## config.mk

```make
export PLATFORM = sky130hd
export DESIGN_NAME = gcn_weight_unit
export DESIGN_NICKNAME = d
export VERILOG_FILES = /design/src/hw/gcn_pkg.sv /design/src/hw/weight_if.sv /design/src/hw/weight_bank.sv /design/src/hw/weight_ctrl.sv /design/src/hw/vertex_mac.sv /design/src/hw/gcn_weight_unit.sv
export VERILOG_INCLUDE_DIRS = /design/src /design/src/hw
export SDC_FILE = /design/constraint.sdc
export NUM_CORES = 1
export LEC_CHECK = 0
export ABC_AREA = 1
export BUFFER_PORTS_ARGS = -buffer_cell sky130_fd_sc_hd__buf_4
export CORE_AREA = 5 5 316 318
export CTS_CLUSTER_DIAMETER = 120
export CTS_CLUSTER_SIZE = 20
export DETAILED_ROUTE_END_ITERATION = 12
export DIE_AREA = 0 0 321 323
export GPL_TIMING_DRIVEN = 0
export HOLD_SLACK_MARGIN = 0.05
export PLACE_DENSITY = 0.66
export SLEW_MARGIN = 25
export SYNTH_ARGS = -nofsm -noshare
export SYNTH_HDL_FRONTEND = slang
export SYNTH_HIERARCHICAL = 1
export SYNTH_SLANG_ARGS = --single-unit
```

## constraint.sdc

```tcl
create_clock -name clk -period 6.8 [get_ports clk]
set_input_delay 0 -clock clk [delete_from_list [all_inputs] [get_ports clk]]
set_output_delay 0 -clock clk [all_outputs]
set_load 0.1 [all_outputs]
```

## src/hw/gcn_cfg.svh

```systemverilog
`ifndef GCN_CFG_SVH
`define GCN_CFG_SVH

// weight bank geometry
`define MAX_NUM_WEIGHT_LAYER 4
`define MAX_FV_NUM 16

// word widths
`define FV_SIZE 8
`define ACC_SIZE 20

// weights handed to the multiplier per beat
`define MULT_PER_PE 4

`endif

```

## src/hw/gcn_pkg.sv

```systemverilog
`include "gcn_cfg.svh"

package gcn_pkg;

    // one weight or feature word
    typedef logic [`FV_SIZE-1:0] weight_t;

    // layer number, 0 .. MAX_NUM_WEIGHT_LAYER-1
    typedef logic [$clog2(`MAX_NUM_WEIGHT_LAYER)-1:0] layer_idx_t;

    // feature index inside one vector
    typedef logic [$clog2(`MAX_FV_NUM)-1:0] fv_idx_t;

    // feature count, one bit wider so MAX_FV_NUM fits
    typedef logic [$clog2(`MAX_FV_NUM):0] fv_count_t;

    // weights of one beat, lane 0 holds the lowest index
    typedef weight_t [`MULT_PER_PE-1:0] weight_slice_t;

    // per-layer dot product
    typedef logic [`ACC_SIZE-1:0] acc_t;

    // start / end of stream flags
    typedef struct packed {
        logic sos;
        logic eos;
    } stream_mark_t;

endpackage

```

## src/hw/weight_if.sv

```systemverilog
`timescale 1ns/100ps

// bank read port, controller side issues, bank answers one cycle later
interface weight_rd_if
    import gcn_pkg::*;
();
    logic          rd_en;
    layer_idx_t    rd_layer;
    // first feature index of the slice
    fv_idx_t       rd_index;
    weight_slice_t rd_data;

    modport ctrl (
        output rd_en,
        output rd_layer,
        output rd_index,
        input  rd_data
    );

    modport bank (
        input  rd_en,
        input  rd_layer,
        input  rd_index,
        output rd_data
    );
endinterface

// weight beats from the controller to the vertex MAC, no back-pressure
interface weight_stream_if
    import gcn_pkg::*;
();
    logic          valid;
    stream_mark_t  mark;
    layer_idx_t    layer;
    // feature index of lane 0
    fv_idx_t       fv_num;
    weight_slice_t data;

    modport src (
        output valid,
        output mark,
        output layer,
        output fv_num,
        output data
    );

    modport dst (
        input valid,
        input mark,
        input layer,
        input fv_num,
        input data
    );
endinterface

```

## src/hw/weight_bank.sv

```systemverilog
`timescale 1ns/100ps
`include "gcn_cfg.svh"

module weight_bank
    import gcn_pkg::*;
(
    input  logic       clk,
    input  logic       reset,
    input  logic       wr_en,
    input  layer_idx_t wr_layer,
    input  fv_idx_t    wr_index,
    input  weight_t    wr_data,
    weight_rd_if.bank  rd
);

    // layer by feature storage, contents survive reset
    weight_t mem [`MAX_NUM_WEIGHT_LAYER][`MAX_FV_NUM];

    // lane addresses and words of the slice being read
    fv_idx_t       lane_index [`MULT_PER_PE];
    weight_slice_t rd_slice;

    // host write port
    always_ff @(posedge clk) begin
        if (wr_en) begin
            mem[wr_layer][wr_index] <= wr_data;
        end
    end

    // consecutive words starting at rd_index
    always_comb begin
        for (int i = 0; i < `MULT_PER_PE; i++) begin
            lane_index[i] = rd.rd_index + fv_idx_t'(i);
        end
    end

    always_comb begin
        for (int i = 0; i < `MULT_PER_PE; i++) begin
            rd_slice[i] = mem[rd.rd_layer][lane_index[i]];
        end
    end

    // one cycle read latency
    always_ff @(posedge clk) begin
        if (rd.rd_en) begin
            rd.rd_data <= rd_slice;
        end
    end

    // host loads only between runs, so the port never sees both at once
    assert property (@(posedge clk) disable iff (reset)
        !(wr_en && rd.rd_en))
    else $error("weight bank written while a run is reading it");

endmodule

```

## src/hw/weight_ctrl.sv

```systemverilog
`timescale 1ns/100ps
`include "gcn_cfg.svh"

module weight_ctrl
    import gcn_pkg::*;
(
    input  logic          clk,
    input  logic          reset,
    input  logic          fire,
    // number of layers minus one
    input  layer_idx_t    num_weight_layer,
    input  fv_count_t     num_fv,
    output logic          rs_idle,
    weight_rd_if.ctrl     rd,
    weight_stream_if.src  stream
);

    typedef enum logic {
        st_idle,
        st_work
    } state_t;

    state_t       state;
    state_t       nx_state;
    layer_idx_t   cur_layer;
    layer_idx_t   nx_layer;
    fv_count_t    cur_fv;
    fv_count_t    nx_fv;
    fv_count_t    step_fv;
    logic         start;
    logic         layer_done;
    logic         run_done;
    stream_mark_t issue_mark;

    // read stage, lines up layer, index and marks with the bank data
    logic         p1_valid;
    stream_mark_t p1_mark;
    layer_idx_t   p1_layer;
    fv_idx_t      p1_index;

    // fire only counts once the previous run has fully drained
    assign start      = fire && state == st_idle && rs_idle;
    assign step_fv    = cur_fv + fv_count_t'(`MULT_PER_PE);
    assign layer_done = step_fv == num_fv;
    assign run_done   = layer_done && cur_layer == num_weight_layer;

    always_comb begin
        nx_state = state;
        nx_layer = cur_layer;
        nx_fv    = cur_fv;
        case (state)
            st_idle: begin
                if (start) begin
                    nx_state = st_work;
                    nx_layer = '0;
                    nx_fv    = '0;
                end
            end
            st_work: begin
                if (run_done) begin
                    nx_state = st_idle;
                    nx_layer = '0;
                    nx_fv    = '0;
                end else if (layer_done) begin
                    nx_layer = cur_layer + 1'b1;
                    nx_fv    = '0;
                end else begin
                    nx_fv = step_fv;
                end
            end
            default: nx_state = st_idle;
        endcase
    end

    // one slice read per work cycle
    assign rd.rd_en    = state == st_work;
    assign rd.rd_layer = cur_layer;
    assign rd.rd_index = fv_idx_t'(cur_fv);

    // first slice of layer 0 opens the stream, last slice of last layer closes it
    assign issue_mark.sos = rd.rd_en && cur_layer == '0 && cur_fv == '0;
    assign issue_mark.eos = rd.rd_en && run_done;

    always_ff @(posedge clk) begin
        if (reset) begin
            state        <= st_idle;
            cur_layer    <= '0;
            cur_fv       <= '0;
            rs_idle      <= 1'b1;
            p1_valid     <= 1'b0;
            p1_mark      <= '0;
            stream.valid <= 1'b0;
            stream.mark  <= '0;
        end else begin
            state        <= nx_state;
            cur_layer    <= nx_layer;
            cur_fv       <= nx_fv;
            // stays low until the last read has left the bank
            rs_idle      <= state == st_idle && !p1_valid;
            p1_valid     <= rd.rd_en;
            p1_mark      <= issue_mark;
            stream.valid <= p1_valid;
            stream.mark  <= p1_mark;
        end
    end

    // payload pipeline
    always_ff @(posedge clk) begin
        p1_layer      <= cur_layer;
        p1_index      <= rd.rd_index;
        stream.layer  <= p1_layer;
        stream.fv_num <= p1_index;
        stream.data   <= rd.rd_data;
    end

    // slices must tile the vector exactly
    assert property (@(posedge clk) disable iff (reset)
        start |-> (num_fv != '0 && (num_fv % `MULT_PER_PE) == 0))
    else $error("run started with a feature length that is not a multiple of the beat width");

    assert property (@(posedge clk) disable iff (reset)
        (stream.mark.sos || stream.mark.eos) |-> stream.valid)
    else $error("stream mark raised without a valid beat");

endmodule

```

## src/hw/vertex_mac.sv

```systemverilog
`timescale 1ns/100ps
`include "gcn_cfg.svh"

module vertex_mac
    import gcn_pkg::*;
(
    input  logic         clk,
    input  logic         reset,
    input  logic         feat_wr_en,
    input  fv_idx_t      feat_wr_index,
    input  weight_t      feat_wr_data,
    weight_stream_if.dst stream,
    output logic         out_valid,
    output layer_idx_t   out_layer,
    output acc_t         out_sum
);

    // feature vector of the current vertex
    weight_t feat [`MAX_FV_NUM];

    logic [2*`FV_SIZE-1:0] lane_prod [`MULT_PER_PE];
    acc_t       beat_sum;
    acc_t       acc_base;
    acc_t       acc;
    layer_idx_t acc_layer;
    // acc holds a layer that has not been reported yet
    logic       acc_open;
    // last beat folded into acc carried eos
    logic       eos_seen;
    logic       layer_end;

    always_ff @(posedge clk) begin
        if (reset) begin
            feat <= '{default: '0};
        end else if (feat_wr_en) begin
            feat[feat_wr_index] <= feat_wr_data;
        end
    end

    // lane products against the matching features
    always_comb begin
        fv_idx_t lane_idx;
        for (int i = 0; i < `MULT_PER_PE; i++) begin
            lane_idx     = stream.fv_num + fv_idx_t'(i);
            lane_prod[i] = stream.data[i] * feat[lane_idx];
        end
    end

    always_comb begin
        beat_sum = '0;
        for (int i = 0; i < `MULT_PER_PE; i++) begin
            beat_sum = beat_sum + acc_t'(lane_prod[i]);
        end
    end

    // a beat at feature 0 starts a fresh layer sum
    assign acc_base = (stream.fv_num == '0) ? '0 : acc;

    // layer finished: next beat moved on, or the stream just closed
    assign layer_end = acc_open &&
                       (eos_seen || (stream.valid && stream.layer != acc_layer));

    always_ff @(posedge clk) begin
        if (reset) begin
            acc       <= '0;
            acc_layer <= '0;
            acc_open  <= 1'b0;
            eos_seen  <= 1'b0;
        end else if (stream.valid) begin
            acc       <= acc_base + beat_sum;
            acc_layer <= stream.layer;
            acc_open  <= 1'b1;
            eos_seen  <= stream.mark.eos;
        end else if (layer_end) begin
            acc_open  <= 1'b0;
            eos_seen  <= 1'b0;
        end
    end

    assign out_valid = layer_end;
    assign out_layer = acc_layer;
    assign out_sum   = acc;

    assert property (@(posedge clk) disable iff (reset)
        !(feat_wr_en && stream.valid))
    else $error("feature store written during a weight stream");

endmodule

```

## src/hw/gcn_weight_unit.sv

```systemverilog
`timescale 1ns/100ps

module gcn_weight_unit
    import gcn_pkg::*;
(
    input  logic       clk,
    input  logic       reset,

    // host weight load
    input  logic       wt_wr_en,
    input  layer_idx_t wt_wr_layer,
    input  fv_idx_t    wt_wr_index,
    input  weight_t    wt_wr_data,

    // host feature load
    input  logic       feat_wr_en,
    input  fv_idx_t    feat_wr_index,
    input  weight_t    feat_wr_data,

    // run settings and start from the reservation station
    input  layer_idx_t num_weight_layer,
    input  fv_count_t  num_fv,
    input  logic       fire,

    output logic       rs_idle,
    output logic       stream_sos,
    output logic       stream_eos,
    output logic       out_valid,
    output layer_idx_t out_layer,
    output acc_t       out_sum
);

    weight_rd_if     rd_bus ();
    weight_stream_if wt_stream ();

    weight_bank weight_bank_inst (
        .clk      (clk),
        .reset    (reset),
        .wr_en    (wt_wr_en),
        .wr_layer (wt_wr_layer),
        .wr_index (wt_wr_index),
        .wr_data  (wt_wr_data),
        .rd       (rd_bus.bank)
    );

    weight_ctrl weight_ctrl_inst (
        .clk              (clk),
        .reset            (reset),
        .fire             (fire),
        .num_weight_layer (num_weight_layer),
        .num_fv           (num_fv),
        .rs_idle          (rs_idle),
        .rd               (rd_bus.ctrl),
        .stream           (wt_stream.src)
    );

    vertex_mac vertex_mac_inst (
        .clk           (clk),
        .reset         (reset),
        .feat_wr_en    (feat_wr_en),
        .feat_wr_index (feat_wr_index),
        .feat_wr_data  (feat_wr_data),
        .stream        (wt_stream.dst),
        .out_valid     (out_valid),
        .out_layer     (out_layer),
        .out_sum       (out_sum)
    );

    // stream flags seen from outside, only on real beats
    assign stream_sos = wt_stream.valid && wt_stream.mark.sos;
    assign stream_eos = wt_stream.valid && wt_stream.mark.eos;

endmodule

```

==> impl_metrics.yaml <==
sta:
  hold_violations: 0
  maxSlewHeadroom: 0.2200
  min_period_over_period: 1.059
  slew_viol_final: 0
  skew_ps: 35.67
  setup_ws_ps: -404.0
  tightestPinTransition_ps: 1170
  setup_viol: 14
  clock.fmax_mhz: 138.8
  period_needed_ps: 7204
  rsz0062_at_grt: "yes"
routing:
  drt-pass1-iter-count: 6
  vias_per_cell: 5.846
  drtAntennaViolNets: 0
  drt_iter0_markers: 4989
  wirelength_mm: 191.9
  via_count: 40080
  wl_per_cell_um: 27.99
  drc_errors: 0
die:
  ioPinCount: 64
  die_h_um: 323
  die-area_mm2: 0.1037
  initial_utilization: 0.4774
  die_x_um: 321
  design.core.area_mm2: 0.09628
  rows: 114
cells_and_area:
  layout_commonest_cell: "nand2_1"
  drive_above_1_share: 0.1104
  final_nets: 5980
  fin_area_mm2: 0.05131
  stdcell_count: 6855
  layout_common_cells: "1356 x nand2_1, 1057 x nand3_1, 564 x inv_1"
  area_growth_pct: 11.61
cts:
  clk_latency_ps: 670
  cts_buffers: 45
  cts_buffer_depth: 3
  cts_tree: "done"
  cts_sinks: 749
  htree_levels: 2
  clk_pin_slew_ps: 90
  cts_root_buffer: "clkbuf_16"
global_routing:
  grt_pass1_wl_mm: 270.3
  antenna_found_initial: 3
  grt_remaining_overflow: 0
  grt_pass1_vias: 38320
  grt_use_total: 0.3637
  grt_start_max_net_pins: 65
place:
  place_inst: 6676
  gp_congestion: 1.021
  io_buffer_count: 55
  placed_cell_area_mm2: 0.04817
  place_hpwl_mm: 145.7
worst_setup_path:
  worst_path_max_delay_cell: "fa_1"
  critPathMostFrequentCell: "fa_1"
  end_kind: "register"
  path_max_fanout: 6
  critPathMaxStageDelay_ps: 550
  cpLargestDelayFamily: "adder cells"
  critPathLaunchType: "register"
  cp_num_buf_inv: 11
  cp.required_ps: 7350
  path_class: "reg -> reg"
  arrival_ps: 7760
synthesis:
  synth.distinct_cells: 46
  synth_edf_count: 544
  synth_area_mm2: 0.04597
  async_flop_share: 0
  synth_ff_type: "edfxtp_1"
  synth_warnings: 6
  ys_seq_elements: 749
  synth-seq-area-share: 0.4447
  syn_inst: 5333
  syn_area_per_cell_um2: 8.620
run:
  max_cap_violations: 0
min_path:
  worstHoldPathType: "in -> reg"
run_status:
  violations: "setup timing"
  outcome: "finished, violations left"
## worst reg2reg max path, delay by kind of cell, from the launching register on
kind	cells	cell delay (ps)
xor+xnor	1	140
buf+inv	11	1030
fa+ha+maj	9	4010
flops	1	370
compound gates	1	430
simple gates	11	1140
## stage by stage
step	hold WS, ps	TNS, ps	worst slack (ps)	util
finish	99.86	-3856	-404.0	0.5329
global route	91.84	-6803	-598.3	0.5329
CTS	51.71	-2670	-272.6	0.5309
detailed placement	291.7	-15460	-1202	0.5003
global placement	289.5	-15110	-1162	0.4984
floorplan	98.87	0	91.20	-
## cell type report
cell class	instances	area, um2
fillers	8949	44970
multi-input cells	3681	22230
flip-flops and latches	749	20440
inverters	618	2349
plain buffers	288	1783
well taps	1276	1597
repair buffers	179	1583
clock buffers	56	1210
clock inverters	6	98.84
repair inverters	1	7.507
diodes	1	2.502
## layer usage
| layer | wire (um) | GRT usage | part of all wire | up-vias |
|---|---|---|---|---|
| met1 | 72700 | 0.4583 | 0.38 | 19430 |
| met5 | 27 | 0 | 0.00014 | - |
| met2 | 89620 | 0.6067 | 0.47 | 2148 |
| met4 | 15170 | 0.2251 | 0.079 | 4 |
| li1 | - | - | - | 17980 |
| met3 | 14350 | 0.03817 | 0.075 | 512 |
## kinds of logic (layout without fill, tap and decap cells)
| group | count (synthesis) | count (layout) | share of synthesized area |
|---|---|---|---|
| buffers and inverters | 906 | 1148 | 0.08786 |
| and+or+nand+nor | 2918 | 2918 | 0.2725 |
| AOI/OAI and AO/OA | 365 | 365 | 0.04782 |
| muxes | 1 | 1 | 0.0002178 |
| other | 1 | 5 | 0.00008158 |
| adders and majority gates | 379 | 379 | 0.1425 |
| xor gates and xnor gates | 14 | 14 | 0.004301 |
| DFF | 749 | 749 | 0.4447 |
## flip-flops by register name, summed over array words and instances, names as in the netlist, 2 cells and up
signal	cells
weight_ctrl_inst/stream.layer	2
weight_ctrl_inst/stream.fv_num	2
weight_ctrl_inst/stream.mark	2
weight_ctrl_inst/rd.rd_layer	2
vertex_mac_inst/out_layer	2
weight_ctrl_inst/p1_mark	2
weight_ctrl_inst/cur_fv	3
weight_bank_inst/mem	512
vertex_mac_inst/feat	128
weight_ctrl_inst/stream.data	32
weight_ctrl_inst/p1_layer	2
weight_ctrl_inst/p1_index	2
vertex_mac_inst/out_sum	20
weight_bank_inst/rd.rd_data	32
## Yosys cell counts, types with 11 or more instances
cell         n  area share
fa_1       241        0.10
inv_2       33      0.0027
buf_6       50       0.012
nor2_1     360       0.029
clkbuf_1   100      0.0082
buf_1       26      0.0021
o21ai_0    115       0.013
a21oi_1     89      0.0097
inv_1      581       0.047
a211oi_1    69       0.011
dfxtp_1    205       0.089
nand4_1     11      0.0015
nand2_2     22      0.0030
nand3_1   1092        0.12
buf_4       38      0.0062
buf_2       72      0.0078
o211ai_1    48      0.0078
edfxtp_1   544        0.36
nor3_1      12      0.0013
nand2_1   1395        0.11
o21ai_1     30      0.0033
nor2_2      12      0.0016
ha_1       138       0.038
## path summary, 6_finish.rpt
path / slack, ps / depth (start not counted) / startpoint / end
worst min register to register: 340 / 0 / weight_ctrl_inst/p1_layer[0]$_DFF_P_ / weight_ctrl_inst/stream.layer[0]$_DFF_P_
worst max register to register: -400 / 33 / weight_ctrl_inst/stream.fv_num[2]$_DFF_P_ / vertex_mac_inst/out_sum[14]$_SDFFE_PP0P_
worst min-delay path: 100 / 4 / wt_wr_index[0] / weight_bank_inst/mem[0][107]$_DFFE_PP_
worst max-delay path: -400 / 33 / weight_ctrl_inst/stream.fv_num[2]$_DFF_P_ / vertex_mac_inst/out_sum[14]$_SDFFE_PP0P_
## timing repair
item / in CTS / in global routing
hold buffers: 48 / 0
pin swaps: 43 / 13
setup endpoints to repair: 16 / 15
hold endpoints to repair: 647 / 0
cloned: 2 / 0
gates resized for setup: 176 / 41
buffers inserted: 58 / 8
Power is left out: the tool's default activity adds up to more than one toggle a clock period on the data nets, which glitch-free logic cannot reach.
